**config.mk**
```make
export PLATFORM = sky130hd
export DESIGN_NAME = hack_cpu
export DESIGN_NICKNAME = d
export VERILOG_FILES = /design/src/hdl/hack_pkg.sv /design/src/hdl/hack_ifs.sv /design/src/hdl/hack_alu.sv /design/src/hdl/hack_regs.sv /design/src/hdl/inst_fetch.sv /design/src/hdl/inst_queue.sv /design/src/hdl/exec_unit.sv /design/src/hdl/hack_cpu.sv
export VERILOG_INCLUDE_DIRS = /design/src /design/src/hdl
export SDC_FILE = /design/constraint.sdc
export NUM_CORES = 1
export LEC_CHECK = 0
export ABC_CLOCK_PERIOD_IN_PS = 6300
export BUFFER_PORTS_ARGS = -buffer_cell sky130_fd_sc_hd__buf_2
export CAP_MARGIN = 20
export CORE_MARGIN = 2
export CORE_UTILIZATION = 55
export DETAILED_ROUTE_END_ITERATION = 7
export PLACE_DENSITY_LB_ADDON = 0.25
export SETUP_SLACK_MARGIN = 0.1
export SLEW_MARGIN = 20
export SYNTH_ARGS = -nofsm -noshare
export SYNTH_HDL_FRONTEND = slang
export SYNTH_SLANG_ARGS = --single-unit
export TNS_END_PERCENT = 5
```
**constraint.sdc**
```tcl
create_clock -name clk -period 6.3 [get_ports clk]
set_clock_uncertainty 0.15 [all_clocks]
set_input_delay 1.26 -clock clk [delete_from_list [all_inputs] [get_ports clk]]
set_output_delay 1.26 -clock clk [all_outputs]
set_load 0.03 [all_outputs]
```
**src/hdl/hack_params.svh**
```systemverilog
`ifndef HACK_PARAMS_SVH
`define HACK_PARAMS_SVH

// data and instruction words share one width
`define HACK_WORD_W      16
// ROM and RAM are both addressed by the low bits of a word
`define HACK_ADDR_W      15

// queue entries, which is also the number of credits fetch starts with
`define HACK_QUEUE_DEPTH 4
// must hold the full credit count, so one bit more than the queue pointer
`define HACK_CREDIT_W    3

// ********************
// instruction fields
// ********************

// set for a C-instruction, clear for an A-instruction
`define HACK_BIT_C       15
// C-instruction takes M instead of A as the ALU y operand
`define HACK_BIT_AM      12
// low bit of the six ALU control bits zx nx zy ny f no
`define HACK_FN_LSB      6
// destinations
`define HACK_BIT_LD_A    5
`define HACK_BIT_LD_D    4
`define HACK_BIT_LD_M    3
// jump conditions on the ALU result
`define HACK_BIT_LT      2
`define HACK_BIT_EQ      1
`define HACK_BIT_GT      0

`endif

```
**src/hdl/hack_pkg.sv**
```systemverilog
`include "hack_params.svh"

package hack_pkg;

    // a data word on the RAM bus or an instruction word from the ROM
    typedef logic [`HACK_WORD_W-1:0] word_t;

    // a ROM or RAM address
    typedef logic [`HACK_ADDR_W-1:0] addr_t;

    // ALU control bits, zx in the msb down to no in the lsb, in instruction order
    typedef logic [5:0] alu_fn_t;

    // outstanding credits between fetch and the instruction queue
    typedef logic [`HACK_CREDIT_W-1:0] credit_t;

    // fetch runs sequentially, or spends one cycle restarting after a flush
    typedef enum logic {
        FETCH_RUN,
        FETCH_REDIRECT
    } fetch_state_t;

endpackage

```
**src/hdl/hack_ifs.sv**
```systemverilog
// fetch to queue bundle
// flush comes from execute but reaches both fetch and queue here
interface fetch_if;
    import hack_pkg::*;

    logic  push;
    word_t inst;
    addr_t addr;
    logic  credit_return;
    logic  flush;

    modport fetch (output push, inst, addr, input credit_return, flush);
    modport queue (input push, inst, addr, flush, output credit_return);
    modport exec  (output flush);
endinterface

// queue to execute bundle
// exec pops in every cycle where valid is high
interface issue_if;
    import hack_pkg::*;

    logic  valid;
    word_t inst;
    addr_t addr;
    logic  pop;

    modport queue (output valid, inst, addr, input pop);
    modport exec  (input valid, inst, addr, output pop);
endinterface

```
**src/hdl/hack_alu.sv**
```systemverilog
`include "hack_params.svh"

module hack_alu (
    input  hack_pkg::word_t   x,
    input  hack_pkg::word_t   y,
    input  hack_pkg::alu_fn_t fn,
    output hack_pkg::word_t   result,
    output logic              zero,
    output logic              neg
);
    import hack_pkg::*;

    word_t x_zeroed;
    word_t x_op;
    word_t y_zeroed;
    word_t y_op;
    word_t raw;

    // fn[5] zx and fn[4] nx condition the x operand
    assign x_zeroed = fn[5] ? '0 : x;
    assign x_op     = fn[4] ? ~x_zeroed : x_zeroed;

    // fn[3] zy and fn[2] ny do the same for y
    assign y_zeroed = fn[3] ? '0 : y;
    assign y_op     = fn[2] ? ~y_zeroed : y_zeroed;

    // fn[1] picks add over bitwise and, fn[0] inverts the output
    assign raw    = fn[1] ? (x_op + y_op) : (x_op & y_op);
    assign result = fn[0] ? ~raw : raw;

    // flags feed the jump decision in execute
    assign zero = (result == '0);
    assign neg  = result[`HACK_WORD_W-1];

endmodule

```
**src/hdl/hack_regs.sv**
```systemverilog
`include "hack_params.svh"

module hack_regs (
    input  logic            clk,
    input  logic            resetN,
    input  logic            load_a,
    input  logic            load_d,
    input  hack_pkg::word_t a_next,
    input  hack_pkg::word_t d_next,
    output hack_pkg::word_t a_val,
    output hack_pkg::word_t d_val,
    output hack_pkg::addr_t data_addr
);
    import hack_pkg::*;

    word_t a_q;
    word_t d_q;

    // A holds either a constant or an ALU result, D only ALU results
    always_ff @(posedge clk or negedge resetN)
    begin
        if (!resetN)
        begin
            a_q <= '0;
            d_q <= '0;
        end
        else
        begin
            if (load_a)
                a_q <= a_next;
            if (load_d)
                d_q <= d_next;
        end
    end

    assign a_val = a_q;
    assign d_val = d_q;

    // the RAM is addressed by A for both the M read and the M write
    assign data_addr = a_q[`HACK_ADDR_W-1:0];

endmodule

```
**src/hdl/inst_fetch.sv**
```systemverilog
`include "hack_params.svh"

module inst_fetch (
    input  logic            clk,
    input  logic            resetN,
    output hack_pkg::addr_t rom_addr,
    input  hack_pkg::word_t rom_data,
    input  hack_pkg::addr_t redirect_addr,
    fetch_if.fetch          fq
);
    import hack_pkg::*;

    fetch_state_t state;
    addr_t        fetch_addr;
    addr_t        req_addr_q;
    credit_t      credits;
    logic         in_flight;
    logic         req;

    // a request needs a free queue slot, except in the redirect cycle
    // where the queue was just emptied and the whole window is free again
    assign req = (state == FETCH_REDIRECT) || (credits != '0);

    // the ROM sees the fetch address directly, data comes back a cycle later
    assign rom_addr = fetch_addr;

    // ********************
    // fetch state
    // ********************

    always_ff @(posedge clk or negedge resetN)
    begin
        if (!resetN)
        begin
            state      <= FETCH_RUN;
            fetch_addr <= '0;
            credits    <= credit_t'(`HACK_QUEUE_DEPTH);
            in_flight  <= 1'b0;
        end
        else if (fq.flush)
        begin
            // the word now in flight belongs to the wrong path, so drop it
            state      <= FETCH_REDIRECT;
            fetch_addr <= redirect_addr;
            in_flight  <= 1'b0;
        end
        else
        begin
            state      <= FETCH_RUN;
            in_flight  <= req;
            if (req)
                fetch_addr <= fetch_addr + addr_t'(1);
            // after a flush the queue is empty, so the counter restarts full
            // minus the request going out to the target in this cycle
            if (state == FETCH_REDIRECT)
                credits <= credit_t'(`HACK_QUEUE_DEPTH - 1);
            else
                credits <= credits - credit_t'(req) + credit_t'(fq.credit_return);
        end
    end

    // address of the request in flight travels with its ROM word
    always_ff @(posedge clk)
    begin
        if (req)
            req_addr_q <= fetch_addr;
    end

    assign fq.push = in_flight;
    assign fq.inst = rom_data;
    assign fq.addr = req_addr_q;

endmodule

```
**src/hdl/inst_queue.sv**
```systemverilog
`include "hack_params.svh"

module inst_queue (
    input  logic   clk,
    input  logic   resetN,
    fetch_if.queue fq,
    issue_if.queue iq
);
    import hack_pkg::*;

    localparam int PTR_W = $clog2(`HACK_QUEUE_DEPTH);

    word_t            inst_mem [`HACK_QUEUE_DEPTH];
    addr_t            addr_mem [`HACK_QUEUE_DEPTH];
    logic [PTR_W-1:0] wr_ptr;
    logic [PTR_W-1:0] rd_ptr;
    credit_t          count;
    logic             do_pop;

    // pointer step with explicit wrap so any depth works
    function automatic logic [PTR_W-1:0] ptr_inc(input logic [PTR_W-1:0] ptr);
        if (ptr == PTR_W'(`HACK_QUEUE_DEPTH - 1))
            return '0;
        return ptr + PTR_W'(1);
    endfunction

    // a pop against an empty queue is ignored
    assign do_pop = iq.pop && (count != '0);

    // every consumed entry frees a slot for fetch
    // on a flush fetch rebuilds its credits itself, so nothing is returned
    assign fq.credit_return = do_pop && !fq.flush;

    always_ff @(posedge clk or negedge resetN)
    begin
        if (!resetN)
        begin
            wr_ptr <= '0;
            rd_ptr <= '0;
            count  <= '0;
        end
        else if (fq.flush)
        begin
            // wrong-path entries and any push in this cycle are thrown away
            wr_ptr <= '0;
            rd_ptr <= '0;
            count  <= '0;
        end
        else
        begin
            if (fq.push)
                wr_ptr <= ptr_inc(wr_ptr);
            if (do_pop)
                rd_ptr <= ptr_inc(rd_ptr);
            count <= count + credit_t'(fq.push) - credit_t'(do_pop);
        end
    end

    // storage, overflow cannot happen because fetch only pushes on credit
    always_ff @(posedge clk)
    begin
        if (fq.push)
        begin
            inst_mem[wr_ptr] <= fq.inst;
            addr_mem[wr_ptr] <= fq.addr;
        end
    end

    assign iq.valid = (count != '0);
    assign iq.inst  = inst_mem[rd_ptr];
    assign iq.addr  = addr_mem[rd_ptr];

endmodule

```
**src/hdl/exec_unit.sv**
```systemverilog
`include "hack_params.svh"

module exec_unit (
    input  logic            clk,
    input  logic            resetN,
    issue_if.exec           iq,
    fetch_if.exec           fq,
    input  hack_pkg::word_t a_val,
    input  hack_pkg::word_t d_val,
    input  hack_pkg::word_t in_m,
    output logic            load_a,
    output logic            load_d,
    output hack_pkg::word_t a_next,
    output hack_pkg::word_t d_next,
    output hack_pkg::addr_t redirect_addr,
    output hack_pkg::word_t out_m,
    output logic            write_m
);
    import hack_pkg::*;

    word_t   inst;
    word_t   y_op;
    word_t   alu_result;
    alu_fn_t fn;
    addr_t   jump_target;
    addr_t   seq_addr;
    logic    is_c;
    logic    fire;
    logic    zero;
    logic    neg;
    logic    cond_match;
    logic    flush_q;

    // ********************
    // decode
    // ********************

    assign inst = iq.inst;
    assign is_c = inst[`HACK_BIT_C];
    assign fn   = inst[`HACK_FN_LSB +: $bits(alu_fn_t)];

    // the queue head is consumed in every cycle it is valid
    assign iq.pop = iq.valid;

    // a flush keeps execution off for one cycle, so the flush is a single pulse
    assign fire = iq.valid && !flush_q;

    always_ff @(posedge clk or negedge resetN)
    begin
        if (!resetN)
            flush_q <= 1'b0;
        else
            flush_q <= fq.flush;
    end

    // y operand is A or the RAM word that A currently points at
    assign y_op = inst[`HACK_BIT_AM] ? in_m : a_val;

    hack_alu alu_i (
        .x      (d_val),
        .y      (y_op),
        .fn     (fn),
        .result (alu_result),
        .zero   (zero),
        .neg    (neg)
    );

    // ********************
    // destinations
    // ********************

    // an A-instruction always loads its 15-bit constant into A
    assign load_a  = fire && (!is_c || inst[`HACK_BIT_LD_A]);
    assign load_d  = fire && is_c && inst[`HACK_BIT_LD_D];
    assign write_m = fire && is_c && inst[`HACK_BIT_LD_M];

    assign a_next = is_c ? alu_result : word_t'(inst[`HACK_ADDR_W-1:0]);
    assign d_next = alu_result;
    assign out_m  = alu_result;

    // ********************
    // jumps
    // ********************

    // greater than zero is neither negative nor zero
    assign cond_match = (inst[`HACK_BIT_LT] && neg) ||
                        (inst[`HACK_BIT_EQ] && zero) ||
                        (inst[`HACK_BIT_GT] && !neg && !zero);

    // target is A before this instruction writes it, as in the Hack CPU
    assign jump_target   = a_val[`HACK_ADDR_W-1:0];
    assign redirect_addr = jump_target;

    // fetch already runs down the fall-through path, so a jump to the next
    // address needs no flush
    assign seq_addr = iq.addr + addr_t'(1);

    assign fq.flush = fire && is_c && cond_match && (jump_target != seq_addr);

endmodule

```
**src/hdl/hack_cpu.sv**
```systemverilog
module hack_cpu (
    input  logic            clk,
    input  logic            resetN,
    output hack_pkg::addr_t inst_addr,
    input  hack_pkg::word_t inst,
    output hack_pkg::addr_t data_addr,
    input  hack_pkg::word_t in_m,
    output hack_pkg::word_t out_m,
    output logic            write_m
);
    import hack_pkg::*;

    word_t a_val;
    word_t d_val;
    word_t a_next;
    word_t d_next;
    addr_t redirect_addr;
    logic  load_a;
    logic  load_d;

    // fetch pushes into the queue, execute flushes both of them
    fetch_if fq_bus ();
    // queue head handed to execute
    issue_if iq_bus ();

    inst_fetch fetch_i (
        .clk           (clk),
        .resetN        (resetN),
        .rom_addr      (inst_addr),
        .rom_data      (inst),
        .redirect_addr (redirect_addr),
        .fq            (fq_bus.fetch)
    );

    inst_queue queue_i (
        .clk    (clk),
        .resetN (resetN),
        .fq     (fq_bus.queue),
        .iq     (iq_bus.queue)
    );

    exec_unit exec_i (
        .clk           (clk),
        .resetN        (resetN),
        .iq            (iq_bus.exec),
        .fq            (fq_bus.exec),
        .a_val         (a_val),
        .d_val         (d_val),
        .in_m          (in_m),
        .load_a        (load_a),
        .load_d        (load_d),
        .a_next        (a_next),
        .d_next        (d_next),
        .redirect_addr (redirect_addr),
        .out_m         (out_m),
        .write_m       (write_m)
    );

    // A also addresses the data RAM
    hack_regs regs_i (
        .clk       (clk),
        .resetN    (resetN),
        .load_a    (load_a),
        .load_d    (load_d),
        .a_next    (a_next),
        .d_next    (d_next),
        .a_val     (a_val),
        .d_val     (d_val),
        .data_addr (data_addr)
    );

endmodule

```
==> impl_results.md <==
* Worst hold slack at about 0.34 ns
* RSZ-0062 raised after global routing: false
* Seq cells post-synth at 198
* Reg2reg setup slack at 0.31 ns
* Max cap viols at 0
* DP Wirelength at roughly 18,000 um
* Worst Setup Start Kind: flop
* Endpoints failing hold at 0
* Number of global-route vias before repair at 7,152
* Post-Syn Area at approximately 0.010 mm^2
* Setup ws final at ~0.31 ns
* Ports at slightly above 80
* Final Util at 0.648
* Layout cell share with drive strength beyond 1 at 0.297
* Initial antenna violation count at 0
* Worst Setup EP: fetch_i.credits[2]
* Slew Limit Fails at 0
* Largest cells by area after synthesis: edfxtp_1 (40%), dfrtp_1 (14%), mux4_2 (6.0%)
* Die W at 142 um
* Actual slew at the worst max-slew pin at a little over 0.9 ns
* GRT Util Overall at 0.266
* Post-synth top area cell: edfxtp_1
* Layout Nets at ~980
* Core region area at between 0.015 and 0.02 mm^2
* Cts hold-fix bufs at 0
* Die ar. at between 0.02 and 0.025 mm^2
* Start point of the critical path: queue_i.rd_ptr[0]
* Starting Density at 0.561
* Aggregate routed wire length at around 26,000 um
* Mean area per synthesized cell at roughly 13 um^2
* Post-place setup slack at approximately 0.055 ns
* Minimum clock period at roughly 6.0 ns
* DR iter-0 viols at roughly 570
* Status: finished, final reports clean
* First-pass GRT wire length at 40,300 um
* PortBufs at 80
* Predominant post-synthesis flop cell: edfxtp_1
* Worst-Skew Late Latency at between 0.4 and 0.5 ns
* CTS root buf: clkbuf_16
* Number of flops mapped to enable cells by yosys at about 140
* Fin crit share at 0.950
* TritonCTS Sinks at between 150 and 200
* FMAX at roughly 0.17 GHz
* CP Max Fanout at 14
* Setup crit end kind: flop
* Reg clk slew, reported paths at 0.07 ns
* Total CTS buffers at 17
* Worst reg2reg startpoint: queue_i.rd_ptr[0]
* Yosys warnings at 0
* Final ANT Viol Nets at 0
* Synth top area share at 0.398
* CTS max path bufs at 2
* Sequential fraction of the synthesis area at 0.539
* Worst r2r path cells at 23
* Post-synthesis cell type count at slightly below 80
* Worst r2r dst: fetch_i.credits[2]
* Setup_tns at 0 ns
* TritonCTS clock tree: done
* Post-synth ARST share at 0.298
* Req. time, crit path at about 6.5 ns
* Antenna diode count at 0
* Die Ht at approximately 140 um
* WP data arrival at between 6 and 7 ns
* WS Path Type: reg -> reg
* # rows at 50
* Via count at roughly 7,000
* H-tree depth at 4
* DRC Markers at 0
* Wirelength per Cell at about 22 um
* Cells after Synth at around 800
* Syn-to-layout area delta at 15.6%
* Routability Congestion at a little over 0.9
* Final setup fails at 0
* Largest net degree at the start of global routing at 60
* Pre-antenna DRT Iters at 5
* Routed vias/inst at roughly 6
* Post-Syn Nets at slightly below 900
* Max_slew headroom at 0.389
* HP Class: reg -> reg
* Gr ovfl total at 0
-- area by class of cell --
type / instances / area, um^2
multi-input combinational: 546 / 4630
fill: 1374 / 6580
timing repair buffer: 133 / 855
clock inverter: 15 / 185
clock buffer: 17 / 425
inverter: 21 / 86.3
tap: 234 / 293
sequential: 198 / 5650
-- kinds of logic after synthesis --
logic type                 Yosys count  synth area share
AOI/OAI and AO/OA                  120            0.0789
xor gates and xnor gates            84            0.0701
adders and majority gates           30            0.0379
buffers and inverters               71            0.0371
DFF                                198             0.539
muxes                              102             0.144
and+or+nand+nor                    210            0.0935
-- how the worst min path moves through the flow --
stage | from | end | slack [ns] | cells past startpoint
6_report | regs_i.d_val[7] | regs_i.d_val[7] | 0.34 | 2
5_1_grt | regs_i.d_val[15] | regs_i.d_val[15] | 0.37 | 2
4_1_cts | regs_i.d_val[15] | regs_i.d_val[15] | 0.35 | 2
3_5_place_dp | regs_i.d_val[15] | regs_i.d_val[15] | 0.33 | 2
3_3_place_gp | fetch_i.fq.addr[12] | queue_i.addr_mem[3][12] | 0.31 | 0
2_1_floorplan | regs_i.d_val[12] | regs_i.d_val[12] | 0.30 | 2
-- metrics by stage --
| step | cell area (um^2) | std cells |
|---|---|---|
| 3_3_place_gp | 11300 | 1119 |
| 6_report | 12100 | 1164 |
| 3_5_place_dp | 11300 | 1119 |
| 2_1_floorplan | 10700 | 815 |
| 4_1_cts | 11900 | 1151 |
| 5_1_grt | 12100 | 1164 |
-- state kept, by name, indices dropped and copies added (netlist names) --
name	cells
exec_i.flush_q	1
fetch_i.credits	3
fetch_i.fq.addr	15
fetch_i.fq.push	1
fetch_i.rom_addr	15
queue_i.addr_mem	60
queue_i.count	3
queue_i.inst_mem	64
queue_i.rd_ptr	2
queue_i.wr_ptr	2
regs_i.a_val	16
regs_i.d_val	16
-- layout by cell type (no fill, tap or decap), drive strengths merged, types with 4 or more instances in the layout --
cell	count
a2111oi	5
a211oi	7
a21o	4
a21oi	20
and2	8
and3	6
buf	133
clkbuf	17
clkinv	4
dfrtp	58
edfxtp	139
ha	27
inv	28
mux2	29
mux2i	43
mux4	30
nand2	76
nand2b	9
nand3	14
nand4	9
nor2	57
nor3	11
o211ai	6
o21a	4
o21ai	44
o21bai	4
xnor2	55
xor2	29
-- layer usage --
layer,up-vias,share of wire,global-route usage
li1,3209,-,-
met1,3586,0.43,0.364
met2,234,0.50,0.450
met3,31,0.055,0.0407
met4,0,0.018,0.0684
met5,-,0,0
-- worst max-delay path, stage by stage (launching register included) --
cell,delay (ns)
dfrtp_2,0.38
buf_6,0.15
mux4_2,0.60
buf_12,0.19
nor2_2,0.13
xor2_1,0.18
ha_2,0.34
a2111oi_4,0.40
o21a_1,0.25
o21ai_0,0.10
a31o_2,0.26
xor2_2,0.17
nand4_1,0.10
or4_4,0.59
o31a_1,0.37
o21ai_4,0.15
nand2_1,0.08
ha_1,0.27
inv_1,0.05
ha_1,0.19
fa_2,0.37
xnor2_2,0.21
nand2_1,0.09
o211ai_2,0.14
-- synthesized netlist by cell type (all sizes together) (3+ instances only) --
master and instances:
o21bai 4, mux2 29, mux2i 43, o211ai 6, buf 32, nor2b 3, mux4 30, nand4 9
nor2 57, dfrtp 58, nand2b 9, a21o 4, clkbuf 18, o311ai 3, fa 3, and3 6
a2111oi 5, nor4b 3, o21ai 44, a21oi 20, edfxtp 139, ha 27, xor2 29, a211oi 7
nand2 76, and2 8, xnor2 55, o21a 4, nand3 14, nor3 11, inv 21
-- timing repair --
action | 4_1_cts | 5_1_grt
endpoints found under the setup margin | 1 | 6
pin swaps | 0 | 10
gates cloned | 0 | 0
gates resized for setup | 1 | 34
setup buffers | 0 | 13
Power is not shown: default switching activity piles up to over one toggle a cycle in this logic, so the estimate is an artifact.
